**src/rtl/apbRegPkg.sv**
```systemverilog
package apbRegPkg;

    localparam int apbAddrBits = 4;
    localparam int apbDataBits = 32;

    // Register offsets
    localparam logic [apbAddrBits-1:0] regMaskLo = 4'h0;
    localparam logic [apbAddrBits-1:0] regMaskHi = 4'h4;
    localparam logic [apbAddrBits-1:0] regStatus = 4'h8;

    // Status layout, level in the low bits
    localparam int statusLevelBits = 7;
    // Sticky overflow, write 1 to clear
    localparam int statusOverflowBit = 8;

endpackage

```
**src/rtl/graphPkg.sv**
```systemverilog
package graphPkg;

    // Graph shape
    localparam int vertexCount = 8;
    localparam int adjBits = vertexCount * vertexCount;

    // Time slot ring
    localparam int slotBits = 6;
    localparam int slotCount = 1 << slotBits;

    localparam int countBits = 4;
    localparam int extraBits = 2;

    // Input FIFO carries the graph and its slot
    localparam int fifoDepthBits = 6;
    localparam int fifoDepth = 1 << fifoDepthBits;
    localparam int fifoWidth = adjBits + slotBits;

    // Row u bit v marks an edge from u to v
    typedef union packed {
        logic [adjBits-1:0] flat;
        logic [vertexCount-1:0][vertexCount-1:0] rows;
    } adjWord_t;

endpackage

```
**src/rtl/componentCounter.sv**
```systemverilog
`timescale 1ns/1ns

module componentCounter import graphPkg::*; (
    input  logic                   clk,
    input  logic                   arstN,
    input  adjWord_t               mask,
    input  adjWord_t               graphIn,
    input  logic [slotBits-1:0]    slotIn,
    input  logic                   startValid,
    input  logic [fifoDepthBits:0] fifoLevel,
    output logic                   fifoRead,
    output logic                   doneValid,
    output logic [countBits-1:0]   resultCount,
    output logic [slotBits-1:0]    slotOut
);

    adjWord_t masked;
    logic [vertexCount-1:0][vertexCount-1:0] symRows;
    logic [vertexCount-1:0][vertexCount-1:0] adj;
    logic [vertexCount-1:0] reach;
    logic [vertexCount-1:0] visited;
    logic [vertexCount-1:0] neighbours;
    logic [vertexCount-1:0] grown;
    logic [vertexCount-1:0] nextVisited;
    logic [vertexCount-1:0] seed;
    logic [countBits-1:0] count;
    logic waiting;
    logic growing;

    // Undirected edges from either direction, no self loops
    always_comb begin
        masked.flat = graphIn.flat & mask.flat;
        for (int u = 0; u < vertexCount; u++) begin
            for (int v = 0; v < vertexCount; v++) begin
                symRows[u][v] = (u != v) && (masked.rows[u][v] || masked.rows[v][u]);
            end
        end
    end

    always_comb begin
        neighbours = '0;
        for (int i = 0; i < vertexCount; i++) begin
            if (reach[i]) begin
                neighbours = neighbours | adj[i];
            end
        end
    end

    assign grown = reach | neighbours;
    assign nextVisited = visited | reach;

    // Lowest vertex not yet in any component
    always_comb begin
        seed = '0;
        for (int i = vertexCount - 1; i >= 0; i--) begin
            if (!nextVisited[i]) begin
                seed = '0;
                seed[i] = 1'b1;
            end
        end
    end

    // One graph in flight at a time
    assign fifoRead = !waiting && !growing && (fifoLevel != '0);

    always_ff @(posedge clk or negedge arstN) begin
        if (!arstN) begin
            waiting <= 1'b0;
            growing <= 1'b0;
            doneValid <= 1'b0;
            reach <= '0;
            visited <= '0;
            count <= '0;
        end else begin
            doneValid <= 1'b0;
            if (fifoRead) begin
                waiting <= 1'b1;
            end
            if (waiting && startValid) begin
                waiting <= 1'b0;
                growing <= 1'b1;
                reach <= vertexCount'(1);
                visited <= '0;
                count <= '0;
            end
            if (growing) begin
                if (grown != reach) begin
                    reach <= grown;
                end else begin
                    // Reach set closed, one more component
                    count <= count + 1'b1;
                    visited <= nextVisited;
                    if (&nextVisited) begin
                        growing <= 1'b0;
                        doneValid <= 1'b1;
                    end else begin
                        reach <= seed;
                    end
                end
            end
        end
    end

    always_ff @(posedge clk) begin
        if (waiting && startValid) begin
            adj <= symRows;
            slotOut <= slotIn;
        end
    end

    assign resultCount = count;

    startOnlyWhenWaiting: assert property (@(posedge clk) disable iff (!arstN)
        startValid |-> waiting);

    countInRange: assert property (@(posedge clk) disable iff (!arstN)
        doneValid |-> (resultCount >= 1) && (resultCount <= countBits'(vertexCount)));

endmodule

```
**src/rtl/connectCountCore.sv**
```systemverilog
`timescale 1ns/1ns

module connectCountCore import graphPkg::*; (
    input  logic                 clk,
    input  logic                 arstN,

    input  logic                 inValid,
    input  logic [adjBits-1:0]   graphIn,
    input  logic [extraBits-1:0] extraIn,

    output logic                 outValid,
    output logic [countBits-1:0] connectCount,
    output logic [extraBits-1:0] extraOut,

    input  logic                 psel,
    input  logic                 penable,
    input  logic                 pwrite,
    input  logic [3:0]           paddr,
    input  logic [31:0]          pwdata,
    output logic [31:0]          prdata,
    output logic                 pready,
    output logic                 pslverr
);

    logic [slotBits-1:0] slotIdx;
    logic wrapped;
    logic primed;

    logic fifoRead;
    logic [fifoWidth-1:0] fifoData;
    logic fifoDataValid;
    logic [fifoDepthBits:0] fifoLevel;
    logic fifoOverflow;
    adjWord_t fifoGraph;
    logic [slotBits-1:0] fifoSlot;

    adjWord_t mask;
    logic doneValid;
    logic [countBits-1:0] doneCount;
    logic [slotBits-1:0] doneSlot;
    logic tagValid;

    // Tag memory holds garbage until the first full ring turn has been written
    always_ff @(posedge clk or negedge arstN) begin
        if (!arstN) begin
            slotIdx <= '0;
            wrapped <= 1'b0;
            primed <= 1'b0;
        end else begin
            slotIdx <= slotIdx + 1'b1;
            if (slotIdx == slotBits'(slotCount - 1)) begin
                wrapped <= 1'b1;
            end
            primed <= wrapped;
        end
    end

    slotFifo inputFifo (
        .clk(clk),
        .arstN(arstN),
        .writeEnable(inValid),
        .dataIn({graphIn, slotIdx}),
        .readRequest(fifoRead),
        .dataOut(fifoData),
        .dataOutValid(fifoDataValid),
        .level(fifoLevel),
        .overflow(fifoOverflow)
    );

    assign fifoGraph.flat = fifoData[fifoWidth-1:slotBits];
    assign fifoSlot = fifoData[slotBits-1:0];

    componentCounter counter (
        .clk(clk),
        .arstN(arstN),
        .mask(mask),
        .graphIn(fifoGraph),
        .slotIn(fifoSlot),
        .startValid(fifoDataValid),
        .fifoLevel(fifoLevel),
        .fifoRead(fifoRead),
        .doneValid(doneValid),
        .resultCount(doneCount),
        .slotOut(doneSlot)
    );

    slotMemory #(.width(countBits)) resultMemory (
        .clk(clk),
        .writeEnable(doneValid),
        .writeAddr(doneSlot),
        .dataIn(doneCount),
        .readAddr(slotIdx),
        .dataOut(connectCount)
    );

    // Every cycle gets a tag, empty ones included
    slotMemory #(.width(1 + extraBits)) tagMemory (
        .clk(clk),
        .writeEnable(1'b1),
        .writeAddr(slotIdx),
        .dataIn({inValid, extraIn}),
        .readAddr(slotIdx),
        .dataOut({tagValid, extraOut})
    );

    assign outValid = tagValid && primed;

    maskRegs regs (
        .clk(clk),
        .arstN(arstN),
        .psel(psel),
        .penable(penable),
        .pwrite(pwrite),
        .paddr(paddr),
        .pwdata(pwdata),
        .fifoLevel(fifoLevel),
        .overflowPulse(fifoOverflow),
        .prdata(prdata),
        .pready(pready),
        .pslverr(pslverr),
        .mask(mask)
    );

endmodule

```
**src/rtl/maskRegs.sv**
```systemverilog
`timescale 1ns/1ns

module maskRegs import graphPkg::*, apbRegPkg::*; (
    input  logic                   clk,
    input  logic                   arstN,
    input  logic                   psel,
    input  logic                   penable,
    input  logic                   pwrite,
    input  logic [apbAddrBits-1:0] paddr,
    input  logic [apbDataBits-1:0] pwdata,
    input  logic [fifoDepthBits:0] fifoLevel,
    input  logic                   overflowPulse,
    output logic [apbDataBits-1:0] prdata,
    output logic                   pready,
    output logic                   pslverr,
    output adjWord_t               mask
);

    logic access;
    logic mapped;
    logic overflowFlag;
    logic [apbDataBits-1:0] statusWord;

    assign access = psel && penable;
    assign mapped = (paddr == regMaskLo) || (paddr == regMaskHi) || (paddr == regStatus);
    assign pready = 1'b1;
    assign pslverr = access && !mapped;

    always_comb begin
        statusWord = '0;
        statusWord[statusLevelBits-1:0] = fifoLevel;
        statusWord[statusOverflowBit] = overflowFlag;
    end

    always_comb begin
        case (paddr)
            regMaskLo: prdata = mask.flat[apbDataBits-1:0];
            regMaskHi: prdata = mask.flat[adjBits-1:apbDataBits];
            regStatus: prdata = statusWord;
            default:   prdata = '0;
        endcase
    end

    always_ff @(posedge clk or negedge arstN) begin
        if (!arstN) begin
            mask.flat <= '0;
            overflowFlag <= 1'b0;
        end else begin
            if (access && pwrite && paddr == regMaskLo) begin
                mask.flat[apbDataBits-1:0] <= pwdata;
            end
            if (access && pwrite && paddr == regMaskHi) begin
                mask.flat[adjBits-1:apbDataBits] <= pwdata;
            end
            // A new overflow wins over a clear in the same cycle
            if (overflowPulse) begin
                overflowFlag <= 1'b1;
            end else if (access && pwrite && paddr == regStatus && pwdata[statusOverflowBit]) begin
                overflowFlag <= 1'b0;
            end
        end
    end

    penableNeedsPsel: assert property (@(posedge clk) disable iff (!arstN)
        penable |-> psel);

endmodule

```
**src/rtl/slotFifo.sv**
```systemverilog
`timescale 1ns/1ns

module slotFifo import graphPkg::*; (
    input  logic                   clk,
    input  logic                   arstN,
    input  logic                   writeEnable,
    input  logic [fifoWidth-1:0]   dataIn,
    input  logic                   readRequest,
    output logic [fifoWidth-1:0]   dataOut,
    output logic                   dataOutValid,
    output logic [fifoDepthBits:0] level,
    output logic                   overflow
);

    logic [fifoWidth-1:0] mem [fifoDepth];
    logic [fifoDepthBits-1:0] wrPtr;
    logic [fifoDepthBits-1:0] rdPtr;
    logic full;
    logic accept;

    assign full = (level == (fifoDepthBits + 1)'(fifoDepth));
    // Writes into a full buffer are lost
    assign accept = writeEnable && !full;

    always_ff @(posedge clk or negedge arstN) begin
        if (!arstN) begin
            wrPtr <= '0;
            rdPtr <= '0;
            level <= '0;
            dataOutValid <= 1'b0;
            overflow <= 1'b0;
        end else begin
            if (accept) begin
                wrPtr <= wrPtr + 1'b1;
            end
            if (readRequest) begin
                rdPtr <= rdPtr + 1'b1;
            end
            level <= level + (fifoDepthBits + 1)'(accept) - (fifoDepthBits + 1)'(readRequest);
            dataOutValid <= readRequest;
            overflow <= writeEnable && full;
        end
    end

    always_ff @(posedge clk) begin
        if (accept) begin
            mem[wrPtr] <= dataIn;
        end
        if (readRequest) begin
            dataOut <= mem[rdPtr];
        end
    end

    // Reader is responsible for checking the level
    noReadWhenEmpty: assert property (@(posedge clk) disable iff (!arstN)
        readRequest |-> level != '0);

    levelInRange: assert property (@(posedge clk) disable iff (!arstN)
        level <= (fifoDepthBits + 1)'(fifoDepth));

endmodule

```
**src/rtl/slotMemory.sv**
```systemverilog
`timescale 1ns/1ns

module slotMemory import graphPkg::*; #(
    parameter int width = 1
) (
    input  logic                clk,
    input  logic                writeEnable,
    input  logic [slotBits-1:0] writeAddr,
    input  logic [width-1:0]    dataIn,
    input  logic [slotBits-1:0] readAddr,
    output logic [width-1:0]    dataOut
);

    logic [width-1:0] mem [slotCount];

    // Same-address read sees the value from before the write
    always_ff @(posedge clk) begin
        if (writeEnable) begin
            mem[writeAddr] <= dataIn;
        end
        dataOut <= mem[readAddr];
    end

endmodule

```
**config.mk**
```make
export PLATFORM = sky130hd
export DESIGN_NAME = connectCountCore
export DESIGN_NICKNAME = d
export VERILOG_FILES = /design/src/rtl/apbRegPkg.sv /design/src/rtl/graphPkg.sv /design/src/rtl/componentCounter.sv /design/src/rtl/connectCountCore.sv /design/src/rtl/maskRegs.sv /design/src/rtl/slotFifo.sv /design/src/rtl/slotMemory.sv
export SDC_FILE = /design/constraint.sdc
export NUM_CORES = 2
export LEC_CHECK = 0
export BUFFER_PORTS_ARGS = -buffer_cell sky130_fd_sc_hd__buf_2
export CORE_UTILIZATION = 55
export DETAILED_ROUTE_END_ITERATION = 10
export GPL_TIMING_DRIVEN = 0
export PLACE_DENSITY_LB_ADDON = 0.3
export SYNTH_ARGS = -nofsm -noshare
export SYNTH_HDL_FRONTEND = slang
export SYNTH_MEMORY_MAX_BITS = 65536
export SYNTH_SLANG_ARGS = --single-unit
```
**constraint.sdc**
```tcl
create_clock -name clk -period 11.5 [get_ports clk]
set_input_delay 1.15 -clock clk [delete_from_list [all_inputs] [get_ports clk]]
set_output_delay 1.15 -clock clk [all_outputs]
set_load 0.02 [all_outputs]
```
==> metrics.md <==
| Metric | Value |
|---|---|
| Slew Viols, Final | 11 |
| Slew HR | -3.50% |
| Num rows | 207 |
| Largest net degree at the start of global routing | 68 |
| Power Internal | 33.2 mW |
| P_leak | 62.6 nW |
| GRT Overall Usage | 31.0% |
| Initial Utilization | 55.3% |
| Worst Tran Pin Value | 1550 ps |
| Power per cell area | approximately 230 nW/um2 |
| Final WS setup | 5880 ps |
| Hpwl dp | 326 mm |
| Clock power frac | 30.7% |
| CTS tree | done |
| P_sw | 14.1 mW |
| CP Launch Type | input pin |
| Sequential Power Share | 42.1% |
| Mux cell area share after synthesis | between 10% and 20% |
| CTS buffer count | roughly 450 |
| Final period util | 48.8% |
| Die height | 567 um |
| # IOs | 149 |
| Post-synthesis compound-gate area fraction | under 10% |
| Most used cell, CP | buf_12 |
| Critical Path RT | 12140 ps |
| Status | complete, but fails checks |
| CTS sink count | 4636 |
| Synth Area in Simple Gates | 0.931% |
| Crit path max-delay cell type | a21boi_1 |
| Most common cell after layout, fill and taps aside | edfxtp_1 |
| Initial antenna violation count | 59 |
| HP Class | in2async |
| Chip width | about 570 um |
| Largest family of logic cells by synthesized area | multiplexers |
| Combinational fraction of design power | a little over a quarter |
| Switching part of the total power | 29.9% |
| Predominant post-synthesis flop cell | edfxtp_1 |
| Area growth from synthesis to layout | 14.7% |
| Die Area | 322000 um2 |
| First-pass GRT wire length | 686 mm |
| Final hold violation count | 0 |
| CTS resizes | 0 |
| Grt ovf | 0 |
| Worst-path clk slew | roughly 60 ps |
| Crit Path Category | in2reg |
| FF+latch count, synth | between 4000 and 5000 |
| Synth cell types | 54 |
| Routed len/inst | 39.1 um |
| Setup violations, final | 0 |
| Synth Warn # | 0 |
| Biggest cell delay along the critical path | between 1000 and 1500 ps |
| Max Cap Viol | 1 |
| Post-CTS Setup Bufs | 0 |
| Vias per cell | between 6 and 7 |
| Unrepaired setup endpoints after global routing | false |
| Worst-path maximum fanout | 66 |
| Cells along the critical path | buf_4, a21boi_1, nand3_1, nor2_4, buf_12, buf_12, buf_12 |
| Ys async rst share | 2.52% |
| Worst VDD drop | 0.160 mV |
| Post-synthesis xor/xnor area fraction | 0.0947% |
| Skew-Pair Late Insertion Delay | 1000 ps |
| Cell count after synthesis | 7261 |
| Post-DRT Antenna Nets | 0 |
| Drt pass-1 iters | 8 |
| Final worst path period need | 5620 ps |
| Most frequent cells in the layout | edfxtp_1, mux4_2, clkbuf_16 |
| Vias in the first global route | ~90000 |
| Via count | 87700 |
| Syn Nets | 7383 |
| Clk_skew | 82.2 ps |
| Worst Path Arrival | between 6000 and 7000 ps |
| Mapped Area | 176000 um2 |
| Gpl congestion | 0.941 |
| Post-synth EDFFs | 4512 |
| Cell Area, Placed | 187000 um2 |
| Pre-CTS WS | 5230 ps |
| Placeable Area | 318000 um2 |
| Register area share after synthesis | 78.9% |
| Fraction of layout cells with a size suffix above 1 | between 30% and 40% |
| NumNets Final | 8193 |
| Crit path launch | inValid |
| Drt drc | 0 |
| IO buf count | 139 |
| Clock root cell | clkbuf_16 |
| Fmax | between 150 and 200 MHz |
| Failing checks | max-capacitance violations, max-slew violations |
| Synth Area in Adders | 0.104% |
| Reg2Reg Launch Point | inputFifo.level[3]$_DFF_PN0_ |
| Avg Inst Size Synth | 24.2 um2 |
| Fin area | 202000 um2 |
| CTS Hold Bufs | 0 |
| Initial drt markers | 14100 |
| Max clock buf depth | 4 |
| CP Capture Type | flip-flop |
| Detailed Route WL | a little under 500 mm |
| H-tree levels | 5 |
[metrics by stage]
| stage | instances | util [%] | setup TNS, ps | power [mW] | hold slack, ps |
|---|---|---|---|---|---|
| after detailed placement | 11800 | 58.8 | 0 | 32.9 | 413 |
| after floorplan | 7261 | - | 0 | 27.6 | 348 |
| after global routing | 12700 | 63.4 | 0 | 48.3 | 223 |
| after CTS | 12600 | 63.4 | 0 | 47.2 | 166 |
| final | 12700 | 63.4 | 0 | 47.3 | 178 |
| after global placement | 11600 | 57.1 | -233650 | 32.4 | 399 |
[logic make-up (layout without fill, tap and decap cells)]
family,count (synthesis),in the layout
other cells,1,74
compound gates,424,424
mux,1372,1372
buf+inv,432,1627
flops,4636,4636
fa+ha+maj,14,14
simple gates,363,363
xor+xnor,19,19
[synthesized netlist by cell type, types with 4 or more instances]
master | number | area [um2]
inv_1 | 29 | 109
clkbuf_1 | 263 | 987
a22oi_1 | 241 | 1810
a31oi_1 | 11 | 68.8
buf_1 | 63 | 236
nor3_1 | 12 | 60.1
or3b_2 | 6 | 52.6
buf_2 | 73 | 365
a222oi_1 | 16 | 160
nand3_1 | 29 | 145
nor4_1 | 11 | 68.8
nor2b_1 | 7 | 43.8
nand4_1 | 14 | 87.6
nand2_1 | 32 | 120
o21ai_0 | 11 | 55.1
dfxtp_1 | 7 | 140
mux4_2 | 1302 | 29300
or4_1 | 4 | 30.0
a22o_1 | 61 | 534
a41oi_1 | 46 | 403
or3_1 | 7 | 43.8
a21oi_1 | 18 | 90.1
and3_1 | 4 | 25.0
edfxtp_1 | 4512 | 135000
dfrtp_1 | 117 | 2930
nand3b_1 | 8 | 60.1
ha_1 | 13 | 163
nor2_1 | 216 | 811
mux2_2 | 67 | 754
xnor2_1 | 13 | 114
xor2_1 | 6 | 52.6
[power by group through the flow]
stage	Sequential [mW]	Clock, mW	Combinational (mW)
2_1_floorplan	20.1	0	7.56
3_3_place_gp	20.4	0	11.9
3_5_place_dp	20.2	0	12.7
4_1_cts	19.9	14.6	12.8
5_1_grt	19.9	15.2	13.2
6_report	19.9	14.5	12.9
[flip-flops by register name, summed over array words and instances (netlist names), 3 cells and up]
name                  cells
inputFifo.mem          3968
slotIdx                   6
regs.mask                64
counter.slotOut           6
counter.visited           8
tagMemory.mem           192
tagMemory.dataOut         3
resultMemory.dataOut      4
inputFifo.rdPtr           6
counter.adj              28
inputFifo.wrPtr           6
inputFifo.dataOut        62
counter.reach             8
inputFifo.level           7
counter.resultCount       4
resultMemory.mem        256
[area by class of cell]
cell class | count | area, um2
flip-flops and latches | 4636 | 139000
diodes | 73 | 183
multi-input cells | 2193 | 35900
well taps | 4180 | 5230
repair buffers | 363 | 5500
clock inverters | 284 | 2610
inverters | 29 | 109
plain buffers | 403 | 1670
clock buffers | 548 | 11800
fillers | 19900 | 116000
[critical path: cells and delay by family]
kind / cells / cell delay (ps)
compound gates: 1 / 1290
simple gates: 2 / 2230
buf+inv: 4 / 1430
[routing by layer]
| layer | GRT usage [%] | vias up | routed length, um |
|---|---|---|---|
| met3 | 8.13 | 1408 | 59600 |
| met2 | 48.8 | 6662 | 238000 |
| met4 | 19.8 | 22 | 36300 |
| li1 | - | 33300 | - |
| met5 | 0 | - | 148 |
| met1 | 38.4 | 46300 | 163000 |
[worst paths after layout]
| check | slack [ps] | end | depth (start not counted) |
|---|---|---|---|
| setup / recovery | 5880 | inputFifo.mem[1][68]$_DFFE_PP_ | 7 |
| setup reg to reg | 5910 | inputFifo.mem[1][68]$_DFFE_PP_ | 10 |
| hold / removal | 180 | counter.doneValid$_DFF_PN0_ | 1 |
| max in group asynchronous | 10440 | regs.mask[42]$_DFFE_PN0P_ | 2 |
| min in group clk | 390 | regs.mask[57]$_DFFE_PN0P_ | 2 |
| hold reg to reg | 440 | primed$_DFF_PN0_ | 0 |
Power figures use the tool's default switching activity.
